<file path="src/logic/core_pkg.sv">
////////////////////////////////////////////////////////////
// shared types and constants for the core control side
// bridge address map, settings bundle, region class
// PLL management step tables for NTSC and PAL
////////////////////////////////////////////////////////////

package core_pkg;

  ////////////////////////////////////////////////////////////
  // bridge bus

  typedef logic [31:0] bridge_addr_t;
  typedef logic [31:0] bridge_data_t;

  // host settings map
  localparam bridge_addr_t ADDR_RESET         = 32'h0000_0050;
  localparam bridge_addr_t ADDR_REGION        = 32'h0000_0054;
  localparam bridge_addr_t ADDR_HIDE_OVERSCAN = 32'h0000_0200;
  localparam bridge_addr_t ADDR_MASK_EDGES    = 32'h0000_0204;
  localparam bridge_addr_t ADDR_EXTRA_SPRITES = 32'h0000_0208;
  localparam bridge_addr_t ADDR_PALETTE       = 32'h0000_020C;
  localparam bridge_addr_t ADDR_SQUARE_PIXELS = 32'h0000_0210;
  localparam bridge_addr_t ADDR_MULTITAP      = 32'h0000_0300;
  localparam bridge_addr_t ADDR_LIGHTGUN      = 32'h0000_0304;
  localparam bridge_addr_t ADDR_AIM_SPEED     = 32'h0000_0308;
  localparam bridge_addr_t ADDR_SWAP          = 32'h0000_030C;

  ////////////////////////////////////////////////////////////
  // settings

  // 0 is NTSC, anything else runs the PAL timing
  typedef logic [1:0] region_t;

  typedef struct packed {
    region_t    region;
    logic       hide_overscan;
    logic [1:0] mask_vid_edges;
    logic       allow_extra_sprites;
    logic [2:0] selected_palette;
    logic       square_pixels;
    logic       multitap;
    logic       lightgun;
    logic [7:0] aim_speed;
    logic       swap;
  } core_settings_t;

  function automatic logic region_is_pal(region_t region);
    return region != 2'd0;
  endfunction

  // pixel positions of the flags in the scaler slot word
  localparam int unsigned SLOT_HIDE_BIT   = 14;
  localparam int unsigned SLOT_SQUARE_BIT = 13;

  ////////////////////////////////////////////////////////////
  // PLL management writes

  typedef logic [5:0] pll_cfg_addr_t;

  typedef struct packed {
    pll_cfg_addr_t addr;
    bridge_data_t  data;
  } pll_cfg_step_t;

  localparam int unsigned PLL_STEP_COUNT = 8;

  // mode, frac divider, C0..C3, M, then start
  // NTSC gives mem 85.909 / main 21.477 / video 5.369 MHz
  localparam pll_cfg_step_t PLL_STEPS_NTSC [PLL_STEP_COUNT] = '{
    '{addr: 6'h00, data: 32'd0},
    '{addr: 6'h07, data: 32'd425907062},
    '{addr: 6'h05, data: 32'h0002_0403},
    '{addr: 6'h05, data: 32'h0004_0E0E},
    '{addr: 6'h05, data: 32'h0008_3838},
    '{addr: 6'h05, data: 32'h000C_3838},
    '{addr: 6'h04, data: 32'h0000_0404},
    '{addr: 6'h02, data: 32'd0}
  };

  // PAL gives mem 85.125 / main 21.281 / video 5.320 MHz
  localparam pll_cfg_step_t PLL_STEPS_PAL [PLL_STEP_COUNT] = '{
    '{addr: 6'h00, data: 32'd0},
    '{addr: 6'h07, data: 32'd737738000},
    '{addr: 6'h05, data: 32'h0000_0404},
    '{addr: 6'h05, data: 32'h0004_1010},
    '{addr: 6'h05, data: 32'h0008_4040},
    '{addr: 6'h05, data: 32'h000C_4040},
    '{addr: 6'h04, data: 32'h0002_0504},
    '{addr: 6'h02, data: 32'd0}
  };

endpackage
</file>
<file path="src/logic/core_top.sv">
////////////////////////////////////////////////////////////
// core control top level
// settings registers feeding the PLL sequencer and video shaper
////////////////////////////////////////////////////////////

module core_top
  import core_pkg::*;
#(
  parameter int unsigned RESET_HOLD_CYCLES = 32'h0010_0000,
  parameter int unsigned HS_DELAY          = 7
) (
  input  logic          clk_74a,
  input  logic          pll_core_locked,

  // host bridge
  input  bridge_addr_t  bridge_addr,
  input  logic          bridge_wr,
  input  bridge_data_t  bridge_wr_data,
  input  logic          bridge_rd,
  output bridge_data_t  bridge_rd_data,

  // PLL management
  output logic          cfg_write,
  output pll_cfg_addr_t cfg_address,
  output bridge_data_t  cfg_data,
  input  logic          cfg_waitrequest,

  // video from the console core
  input  logic          h_blank,
  input  logic          v_blank,
  input  logic          hsync_in,
  input  logic          vsync_in,
  input  logic [23:0]   rgb_in,

  // video to the scaler
  output logic          video_de,
  output logic          video_hs,
  output logic          video_vs,
  output logic [23:0]   video_rgb,

  output logic          core_reset
);

  core_settings_t settings;

  settings_regs #(
    .RESET_HOLD_CYCLES(RESET_HOLD_CYCLES)
  ) settings_regs_i (
    .clk_74a        (clk_74a),
    .pll_core_locked(pll_core_locked),
    .bridge_addr    (bridge_addr),
    .bridge_wr      (bridge_wr),
    .bridge_wr_data (bridge_wr_data),
    .bridge_rd      (bridge_rd),
    .bridge_rd_data (bridge_rd_data),
    .settings       (settings),
    .core_reset     (core_reset)
  );

  // only the region matters for clock timing
  pll_reconfig_seq pll_reconfig_seq_i (
    .clk_74a        (clk_74a),
    .pll_core_locked(pll_core_locked),
    .region         (settings.region),
    .cfg_waitrequest(cfg_waitrequest),
    .cfg_write      (cfg_write),
    .cfg_address    (cfg_address),
    .cfg_data       (cfg_data)
  );

  video_output #(
    .HS_DELAY(HS_DELAY)
  ) video_output_i (
    .clk_74a        (clk_74a),
    .pll_core_locked(pll_core_locked),
    .h_blank        (h_blank),
    .v_blank        (v_blank),
    .hsync_in       (hsync_in),
    .vsync_in       (vsync_in),
    .rgb_in         (rgb_in),
    .settings       (settings),
    .video_de       (video_de),
    .video_hs       (video_hs),
    .video_vs       (video_vs),
    .video_rgb      (video_rgb)
  );

endmodule

</file>
<file path="src/logic/video_output.sv">
////////////////////////////////////////////////////////////
// video output shaper toward the scaler
// sync pulses, data enable, pixels and the slot word
////////////////////////////////////////////////////////////

module video_output
  import core_pkg::*;
#(
  parameter int unsigned HS_DELAY = 7
) (
  input  logic           clk_74a,
  input  logic           pll_core_locked,
  input  logic           h_blank,
  input  logic           v_blank,
  input  logic           hsync_in,
  input  logic           vsync_in,
  input  logic [23:0]    rgb_in,
  input  core_settings_t settings,
  output logic           video_de,
  output logic           video_hs,
  output logic           video_vs,
  output logic [23:0]    video_rgb
);

  localparam int unsigned HS_W = $clog2(HS_DELAY + 1);

  logic            de_in;
  logic            de_prev;
  logic            hs_prev;
  logic            vs_prev;
  logic [HS_W-1:0] hs_cnt;
  logic            slot_hide;
  logic            slot_square;
  logic [23:0]     slot_word;

  assign de_in = !(h_blank || v_blank);

  // overscan hiding only applies to NTSC timing
  assign slot_hide   = settings.hide_overscan && !region_is_pal(settings.region);
  assign slot_square = settings.square_pixels;

  always_comb begin
    slot_word                  = '0;
    slot_word[SLOT_HIDE_BIT]   = slot_hide;
    slot_word[SLOT_SQUARE_BIT] = slot_square;
  end

  // last count of the hsync delay
  assign video_hs = hs_cnt == HS_W'(1);

  ////////////////////////////////////////////////////////////
  // sync and enable

  always_ff @(posedge clk_74a or negedge pll_core_locked) begin
    if (!pll_core_locked) begin
      video_de <= 1'b0;
      video_vs <= 1'b0;
      de_prev  <= 1'b0;
      hs_prev  <= 1'b0;
      vs_prev  <= 1'b0;
      hs_cnt   <= '0;
    end else begin
      video_de <= de_in;
      de_prev  <= de_in;

      // single-cycle vsync on the rising edge
      video_vs <= vsync_in && !vs_prev;
      vs_prev  <= vsync_in;

      // hsync held back so it never lands on top of vsync
      hs_prev  <= hsync_in;
      if (hsync_in && !hs_prev) begin
        hs_cnt <= HS_W'(HS_DELAY);
      end else if (hs_cnt != '0) begin
        hs_cnt <= hs_cnt - 1'b1;
      end
    end
  end

  ////////////////////////////////////////////////////////////
  // pixels

  always_ff @(posedge clk_74a) begin
    if (de_in) begin
      video_rgb <= rgb_in;
    end else if (de_prev) begin
      video_rgb <= slot_word;
    end else begin
      video_rgb <= '0;
    end
  end

endmodule

</file>
<file path="src/logic/pll_reconfig_seq.sv">
////////////////////////////////////////////////////////////
// PLL reconfiguration sequencer
// rewrites divider and counters on an NTSC/PAL class change
////////////////////////////////////////////////////////////

module pll_reconfig_seq
  import core_pkg::*;
(
  input  logic          clk_74a,
  input  logic          pll_core_locked,
  input  region_t       region,
  input  logic          cfg_waitrequest,
  output logic          cfg_write,
  output pll_cfg_addr_t cfg_address,
  output bridge_data_t  cfg_data
);

  // odd counts issue a write, even counts are the idle gap
  localparam int unsigned LAST_STEP = 2 * PLL_STEP_COUNT - 1;
  localparam int unsigned CNT_W     = $clog2(LAST_STEP + 1);
  localparam int unsigned IDX_W     = $clog2(PLL_STEP_COUNT);

  logic             cur_pal;
  logic             prev_pal;
  logic             target_pal;
  logic             class_change;
  logic [CNT_W-1:0] step_cnt;
  logic [IDX_W-1:0] step_idx;
  logic             step_fire;
  pll_cfg_step_t    step_entry;

  assign cur_pal = region_is_pal(region);

  // only seen while the bus accepts, so a change under waitrequest waits
  assign class_change = !cfg_waitrequest && (cur_pal != prev_pal);

  assign step_idx  = step_cnt[CNT_W-1:1];
  assign step_fire = !cfg_waitrequest && !class_change && step_cnt[0];

  assign step_entry = target_pal ? PLL_STEPS_PAL[step_idx] : PLL_STEPS_NTSC[step_idx];

  ////////////////////////////////////////////////////////////
  // step counter

  always_ff @(posedge clk_74a or negedge pll_core_locked) begin
    if (!pll_core_locked) begin
      prev_pal   <= 1'b0;
      target_pal <= 1'b0;
      step_cnt   <= '0;
      cfg_write  <= 1'b0;
    end else begin
      // write strobe never lasts more than one cycle
      cfg_write <= step_fire;

      if (!cfg_waitrequest) begin
        prev_pal <= cur_pal;

        if (class_change) begin
          // start over from the first entry of the new table
          target_pal <= cur_pal;
          step_cnt   <= CNT_W'(1);
        end else if (step_cnt == CNT_W'(LAST_STEP)) begin
          step_cnt <= '0;
        end else if (step_cnt != '0) begin
          step_cnt <= step_cnt + 1'b1;
        end
      end
    end
  end

  ////////////////////////////////////////////////////////////
  // management address and data

  always_ff @(posedge clk_74a) begin
    if (step_fire) begin
      cfg_address <= step_entry.addr;
      cfg_data    <= step_entry.data;
    end
  end

endmodule

</file>
<file path="src/logic/settings_regs.sv">
////////////////////////////////////////////////////////////
// host settings register block
// bridge write decode, core reset hold, read-back
////////////////////////////////////////////////////////////

module settings_regs
  import core_pkg::*;
#(
  parameter int unsigned RESET_HOLD_CYCLES = 32'h0010_0000
) (
  input  logic           clk_74a,
  input  logic           pll_core_locked,
  input  bridge_addr_t   bridge_addr,
  input  logic           bridge_wr,
  input  bridge_data_t   bridge_wr_data,
  input  logic           bridge_rd,
  output bridge_data_t   bridge_rd_data,
  output core_settings_t settings,
  output logic           core_reset
);

  localparam int unsigned HOLD_W = $clog2(RESET_HOLD_CYCLES + 1);

  logic [HOLD_W-1:0] hold_cnt;
  region_t           prev_region;
  logic              region_changed;
  bridge_data_t      rd_mux;

  ////////////////////////////////////////////////////////////
  // bridge write decode

  always_ff @(posedge clk_74a or negedge pll_core_locked) begin
    if (!pll_core_locked) begin
      settings <= '0;
    end else if (bridge_wr) begin
      case (bridge_addr)
        ADDR_REGION:        settings.region              <= bridge_wr_data[1:0];
        ADDR_HIDE_OVERSCAN: settings.hide_overscan       <= bridge_wr_data[0];
        ADDR_MASK_EDGES:    settings.mask_vid_edges      <= bridge_wr_data[1:0];
        ADDR_EXTRA_SPRITES: settings.allow_extra_sprites <= bridge_wr_data[0];
        ADDR_PALETTE:       settings.selected_palette    <= bridge_wr_data[2:0];
        ADDR_SQUARE_PIXELS: settings.square_pixels       <= bridge_wr_data[0];
        ADDR_MULTITAP:      settings.multitap            <= bridge_wr_data[0];
        ADDR_LIGHTGUN:      settings.lightgun            <= bridge_wr_data[0];
        ADDR_AIM_SPEED:     settings.aim_speed           <= bridge_wr_data[7:0];
        ADDR_SWAP:          settings.swap                <= bridge_wr_data[0];
        default: ;
      endcase
    end
  end

  ////////////////////////////////////////////////////////////
  // core reset

  // host reset request reloads the hold, otherwise count down to 0
  always_ff @(posedge clk_74a or negedge pll_core_locked) begin
    if (!pll_core_locked) begin
      hold_cnt <= '0;
    end else if (bridge_wr && bridge_addr == ADDR_RESET) begin
      hold_cnt <= HOLD_W'(RESET_HOLD_CYCLES);
    end else if (hold_cnt != '0) begin
      hold_cnt <= hold_cnt - 1'b1;
    end
  end

  always_ff @(posedge clk_74a or negedge pll_core_locked) begin
    if (!pll_core_locked) begin
      prev_region <= '0;
    end else begin
      prev_region <= settings.region;
    end
  end

  // high only in the cycle right after the region register moved
  assign region_changed = prev_region != settings.region;

  assign core_reset = (hold_cnt != '0) || region_changed;

  ////////////////////////////////////////////////////////////
  // read-back

  always_comb begin
    rd_mux = '0;
    case (bridge_addr)
      ADDR_REGION:        rd_mux = bridge_data_t'(settings.region);
      ADDR_HIDE_OVERSCAN: rd_mux = bridge_data_t'(settings.hide_overscan);
      ADDR_MASK_EDGES:    rd_mux = bridge_data_t'(settings.mask_vid_edges);
      ADDR_EXTRA_SPRITES: rd_mux = bridge_data_t'(settings.allow_extra_sprites);
      ADDR_PALETTE:       rd_mux = bridge_data_t'(settings.selected_palette);
      ADDR_SQUARE_PIXELS: rd_mux = bridge_data_t'(settings.square_pixels);
      ADDR_MULTITAP:      rd_mux = bridge_data_t'(settings.multitap);
      ADDR_LIGHTGUN:      rd_mux = bridge_data_t'(settings.lightgun);
      ADDR_AIM_SPEED:     rd_mux = bridge_data_t'(settings.aim_speed);
      ADDR_SWAP:          rd_mux = bridge_data_t'(settings.swap);
      default:            rd_mux = '0;
    endcase
  end

  // value stays put until the next read strobe
  always_ff @(posedge clk_74a or negedge pll_core_locked) begin
    if (!pll_core_locked) begin
      bridge_rd_data <= '0;
    end else if (bridge_rd) begin
      bridge_rd_data <= rd_mux;
    end
  end

endmodule

</file>
<file path="config.mk">
export PLATFORM = sky130hd
export DESIGN_NAME = core_top
export DESIGN_NICKNAME = d
export VERILOG_FILES = /design/src/logic/core_pkg.sv /design/src/logic/core_top.sv /design/src/logic/video_output.sv /design/src/logic/pll_reconfig_seq.sv /design/src/logic/settings_regs.sv
export SDC_FILE = /design/constraint.sdc
export NUM_CORES = 1
export LEC_CHECK = 0
export ABC_AREA = 1
export BUFFER_PORTS_ARGS = -buffer_cell sky130_fd_sc_hd__buf_2
export CORE_MARGIN = 10
export CORE_UTILIZATION = 30
export DETAILED_ROUTE_END_ITERATION = 7
export HOLD_SLACK_MARGIN = 0.06
export PLACE_DENSITY = 0.49
export SKIP_CTS_REPAIR_TIMING = 1
export SYNTH_ARGS = -nofsm -noshare
export SYNTH_HDL_FRONTEND = slang
export SYNTH_HIERARCHICAL = 1
export SYNTH_SLANG_ARGS = --single-unit
</file>
<file path="constraint.sdc">
create_clock -name clk_74a -period 3.1 [get_ports clk_74a]
set_input_delay 0 -clock clk_74a [delete_from_list [all_inputs] [get_ports clk_74a]]
set_output_delay 0 -clock clk_74a [all_outputs]
set_load 0.03 [all_outputs]
</file>
Yosys cells after proc, flatten, opt, wreduce, memory -nomap -nowiden. Memories as Yosys holds them, arrays and structs flattened. Cells that the tools add are included.

Add/subtract/negate cells: 3. Magnitude comparators: 1. Eq/ne operators: 15. Mux-type cells: 15. Bitwise operators: 2. Reduce and logical (&&, ||, !) cells: 34.

Operators by type and width (number): 32-bit by 10-bit equality test with 1-bit output (second input constant) (9); 38-bit two-way mux (5); 8-bit case mux with 10 select lines (1); 32-bit by 7-bit equality test with 1-bit output (second input constant) (2); 21-bit two-way mux (2); 24-bit two-way mux (1); 2-bit AND reduction (12); 21-bit nonzero test (1); 21-bit by 1-bit subtractor with 21-bit output (second input constant) (1); 15-bit two-way mux (1); 4-bit two-way mux (3); 1-bit logical AND (7); 1-bit logical NOT (6); 3-bit two-way mux (2); 2-bit nonzero test (3); 3-bit nonzero test (2); 4-bit by 1-bit adder with 4-bit output (second input constant) (1); 4-bit equality test (second input constant) (1); 4-bit greater-or-equal comparator (second input constant) (1); 3-bit inverter with 4-bit output (1); 4-bit nonzero test (1); 3-bit by 1-bit equality test with 1-bit output (second input constant) (1); 3-bit by 1-bit subtractor with 3-bit output (second input constant) (1); 1-bit logical OR (2); 3 further kinds (3).

Bits in registers: 152. Bits in read-only memories: 608. Bits of input ports: 97. Output and inout bits: 99. Logic and storage cells: 97. Memories: 2.

Memory list: (no name shown) (words 8, width 38, read ports 1, clocked after memory_dff 0, wr ports 0, RTL line pll_reconfig_seq.sv:40) `assign step_entry = target_pal ? PLL_STEPS_PAL[step_idx] : PLL_STEPS_NTSC[step_idx];`; (no name shown) (words 8, width 38, read ports 1, clocked after memory_dff 0, wr ports 0, RTL line pll_reconfig_seq.sv:40).

Longest topological paths before layout.
Word-level depth: 6. Mapped depth: 12.

By module. The synthesis kept the hierarchy.

Modules (own cells, without submodules): settings_regs (instances 1, cells an instance 418, area each 3215.6 sq um, seq. area each 1301.2 sq um); pll_reconfig_seq (instances 1, cells an instance 140, area each 1450.1 sq um, seq. area each 835.8 sq um); video_output (instances 1, cells an instance 114, area each 1077.3 sq um, seq. area each 655.6 sq um).

Worst setup path before layout. OpenSTA, ideal clock, no wires.

Kind: reg2reg. Start: register, netlist name settings_regs_i/settings[20]. End: register pll_reconfig_seq_i.cfg_address[0] (enable). Library setup time: 0.410 ns. Arrival time: 1.822 ns. Path slack: 0.868 ns. Cell stages (with the launch flop): 4. Path buffers: 0. Period minus slack after synthesis: 2.232 ns. Cell sequence: dfrtp_1 > nor2_2 > nand2_1 > a21oi_1.

Word-level cells in the longest chain between the ends: 6.

Ends and longest elaborated chain: 2-bit nonzero test (RTL line core_pkg.sv:48) `return region != 2'd0;`; 1-bit != test (RTL line pll_reconfig_seq.sv:35) `assign class_change = !cfg_waitrequest && (cur_pal != prev_pal);`; 1-bit logical AND (RTL line pll_reconfig_seq.sv:35); 1-bit logical NOT (RTL line pll_reconfig_seq.sv:38) `assign step_fire = !cfg_waitrequest && !class_change && step_cnt[0];`; 1-bit logical AND (2 in a row) (RTL line pll_reconfig_seq.sv:38); via pll_reconfig_seq_i.step_fire (RTL line pll_reconfig_seq.sv:29) `logic step_fire;`; to (signal assigned) (RTL line pll_reconfig_seq.sv:76) `cfg_address <= step_entry.addr;`; to (decl) (RTL line pll_reconfig_seq.sv:14) `output pll_cfg_addr_t cfg_address,`.

The timed path passes the listed nets, and every way through them passes these cells. A chain may end at the register's enable or synchronous reset.

Worst setup path in the final report.
Start: register settings_regs_i.hold_cnt[9]. End: output core_reset.

Word-level cells in the longest chain between the ends: 2.

Ends and longest elaborated chain: from (decl) (RTL line settings_regs.sv:24) `logic [HOLD_W-1:0] hold_cnt;`; from (signal assigned) (RTL line settings_regs.sv:60) `hold_cnt <= HOLD_W'(RESET_HOLD_CYCLES);`; from (signal assigned) (RTL line settings_regs.sv:62) `hold_cnt <= hold_cnt - 1'b1;`; 21-bit nonzero test (RTL line settings_regs.sv:77) `assign core_reset = (hold_cnt != '0) || region_changed;`; 1-bit logical OR (RTL line settings_regs.sv:77); to (decl) (RTL line core_top.sv:41) `output logic core_reset`.

Every way passes these cells.

==> metrics.md <==
| Metric | Value |
|---|---|
| Fillers | 1952 |
| CTS root buf | clkbuf_16 |
| Final TNS setup | 0 ps |
| Area of the multi-input gates | roughly 2300 um2 |
| Clk_lat worst skew | between 300 and 400 ps |
| Detail Route Antenna Nets | 0 |
| Gp weighted congestion | 0.7861 |
| MaxCap Viol Count | 0 |
| Vias in the first global route | roughly 4400 |
| Setup ws final | slightly above 1000 ps |
| FMAX | around 480 MHz |
| Hold Fails Final Rpt | 0 |
| PwrDens | around 530 nW/um2 |
| Vias per cell | 4.149 |
| CP Cell Sequence | nor2_1 -> nand2_1 -> nor2_1 -> nand3b_1 -> nand3b_4 -> inv_1 -> nand4_1 -> buf_2 |
| Die width | between 150 and 200 um |
| Adder-Cell Fraction of Synth Area | 0.02614 |
| Setup WS pre-CTS | 1221 ps |
| Syn Area/Cell | about 8.5 um2 |
| Die Area | approximately 25000 um2 |
| Vias | ~4500 |
| Clock Path Buffers | 2 |
| Clock-pin slew on the worst setup and hold paths | about 80 ps |
| Main combinational cell family by area after synthesis | simple AND/OR/NAND/NOR gates |
| Critical Path AT | just over 2000 ps |
| Num CTS Buffers | 9 |
| Finished Core Util | 0.3811 |
| RSZ-0062 raised after global routing | no |
| Switching portion of total power | 0.3400 |
| Final slew viol count | 0 |
| Drt pass-1 iters | 4 |
| WP data required | roughly 3100 ps |
| Lkg Pwr | 3.619 nW |
| Largest net degree at the start of global routing | 29 |
| Flop pwr share | 0.462 |
| DR iter-0 viols | 209 |
| HP Class | input port to flip-flop |
| Seq cells post-synth | between 100 and 150 |
| Post-synthesis mux area share | 0.01242 |
| Crit path launch type | flip-flop |
| DP Wirelength | between 10 and 15 mm |
| Cells after Synth | 672 |
| Initial antenna violation count | 0 |
| Die H | about 160 um |
| WL final | 13.87 mm |
| Worst Setup End Kind | primary output |
| Antenna diodes | 0 |
| CP dominant cell by count | nor2_1 |
| Tot GR Track Use | 0.1095 |
| DRC viols | 0 |
| Port-buffer cells | approximately 140 |
| Cell row count | 50 |
| Nets | roughly 950 |
| Clock power frac | 0.289 |
| Register area share after synthesis | 0.4863 |
| Compound-Gate Fraction of Synth Area | 0.04336 |
| Status | completed |
| Worst path slowest cell | dfrtp_1 |
| Synth cell types | 44 |
| Clk_skew | approximately 8.6 ps |
| Layout cells sized above 1 | 0.2682 |
| Total Power | between 3 and 4 mW |
| Synth warn | 6 |
| Critical Setup Path Class | flip-flop to primary output |
| Synth Area in XOR/XNOR | 0.01983 |
| Core Region | about 19000 um2 |
| Comb power frac | 0.249 |
| Min cycle time layout | a little over 2000 ps |
| WP buf/inv | 2 |
| Starting Density | 0.3060 |
| Clock sinks | between 100 and 150 |
| First-pass GRT wire length | 22.13 mm |
| Seq. cell area | around 2800 um2 |
| Post-Syn Area | 5743 um2 |
| Post-DR wirelength/cell | around 13 um |
| Worst reg2reg setup slack | between 1000 and 1500 ps |
| CTS H-Tree Depth | 3 |
| Crit path max-delay family | simple AND/OR/NAND/NOR gates |
| Simple-Gate Fraction of Synth Area | 0.2728 |
| Remaining Overflow, GRT | 0 |
| CTS tree | done |
| Max IR drop VDD | ~0.27 mV |
| Post-route clock period utilization | 0.6672 |
| P&R area growth vs syn | 24.55% |
| CP max FO | 4 |
| Ports | 196 |
| # setup viols final | 0 |
| Internal power | roughly 2.5 mW |
| NetSw | about 1.3 mW |
| Hold slack | between 15 and 20 ps |
| Max incr delay on CP | 420 ps |
-- through the flow --
step	cell area (um2)	cells
6_report	7153	1084
5_1_grt	7153	1084
4_1_cts	6753	1044
3_5_place_dp	6481	1028
3_3_place_gp	6481	1028
2_1_floorplan	5856	702
-- power by group through the flow --
stage	clock (mW)	sequential, mW	combinational, mW
2_1_floorplan	0	1.94	0.575
3_3_place_gp	0	1.80	0.927
3_5_place_dp	0	1.80	0.929
4_1_cts	1.16	1.77	0.932
5_1_grt	1.21	1.79	1.08
6_report	1.10	1.77	0.953
-- state kept, by name (all words and copies together) (netlist names), 2 cells and up --
register                        flops
pll_reconfig_seq_i/cfg_address      3
pll_reconfig_seq_i/cfg_data        19
pll_reconfig_seq_i/step_cnt         4
settings_regs_i/bridge_rd_data      8
settings_regs_i/hold_cnt           21
settings_regs_i/prev_region         2
settings_regs_i/settings           21
video_output_i/hs_cnt               3
video_output_i/video_rgb           24
-- synthesized netlist by cell type (all sizes together) --
master	instances	area share
a21o	1	0.0013
a21oi	6	0.0052
a31oi	3	0.0033
and2	3	0.0033
buf	51	0.069
clkinv	1	0.00065
conb	2	0.0013
dfrtp	66	0.29
dfxtp	24	0.084
edfxtp	22	0.12
ha	12	0.026
inv	103	0.068
mux2	5	0.012
nand2	137	0.097
nand3	52	0.048
nand3b	7	0.011
nand4	9	0.0098
nor2	99	0.083
nor3	10	0.0087
nor4	4	0.0054
o211ai	1	0.0013
o21ai	34	0.031
o21bai	1	0.0013
or2	6	0.0065
xnor2	5	0.0076
xor2	8	0.012
-- cell type report --
cell class                      instances  share of cell area
Clock buffer                            9             0.03149
Clock inverter                          7            0.006472
Inverter                              104             0.05527
Multi-Input combinational cell        435              0.3180
Sequential cell                       112              0.3904
Tap cell                              234             0.04093
Timing Repair Buffer                  183              0.1574
-- worst min-delay path, stage by stage --
cell	delay [ps]
buf_2	100
nor2_1	80
nand2_1	60
o21ai_0	80
-- layout by cell type (no fill, tap or decap), types with 13 or more instances in the layout --
master	count
buf_2	139
nand2_1	127
inv_1	89
nor2_1	71
dfrtp_1	66
nand3_1	50
dlygate4sd3_1	40
conb_1	32
o21ai_0	30
dfxtp_1	24
nor2_2	23
edfxtp_1	22
inv_2	13
-- metal layers --
| layer | routed length, um | vias up | global-route usage |
|---|---|---|---|
| met5 | 0 | - | 0 |
| met4 | 150 | 0 | 0.03000 |
| met3 | 776 | 14 | 0.03697 |
| met2 | 6712 | 95 | 0.1762 |
| met1 | 6233 | 2017 | 0.1368 |
| li1 | - | 2371 | - |
-- cells by family (layout without fill, tap and decap cells) --
logic type | after synthesis | in the layout
fa+ha+maj | 12 | 12
other cells | 2 | 32
simple gates | 327 | 327
xor+xnor | 13 | 13
flops | 112 | 112
buf+inv | 155 | 303
mux | 5 | 5
compound gates | 46 | 46
-- path summary, 6_finish.rpt --
| kind | startpoint | cells past startpoint | end |
|---|---|---|---|
| max | settings_regs_i/hold_cnt[9]$_DFFE_PN0P_ | 8 | core_reset |
| min | h_blank | 4 | video_output_i/video_rgb[13]$_DFF_P_ |
| max reg2reg | settings_regs_i/hold_cnt[0]$_DFFE_PN0P_ | 8 | settings_regs_i/hold_cnt[6]$_DFFE_PN0P_ |
| min reg2reg | video_output_i/vs_prev$_DFF_PN0_ | 1 | video_output_i/video_vs$_DFF_PN0_ |
| max in group asynchronous | pll_core_locked | 3 | video_output_i/hs_cnt[1]$_DFFE_PN0P_ |
| min in group asynchronous | pll_core_locked | 2 | settings_regs_i/hold_cnt[3]$_DFFE_PN0P_ |
Note: power is estimated with default switching activity, not from simulation.
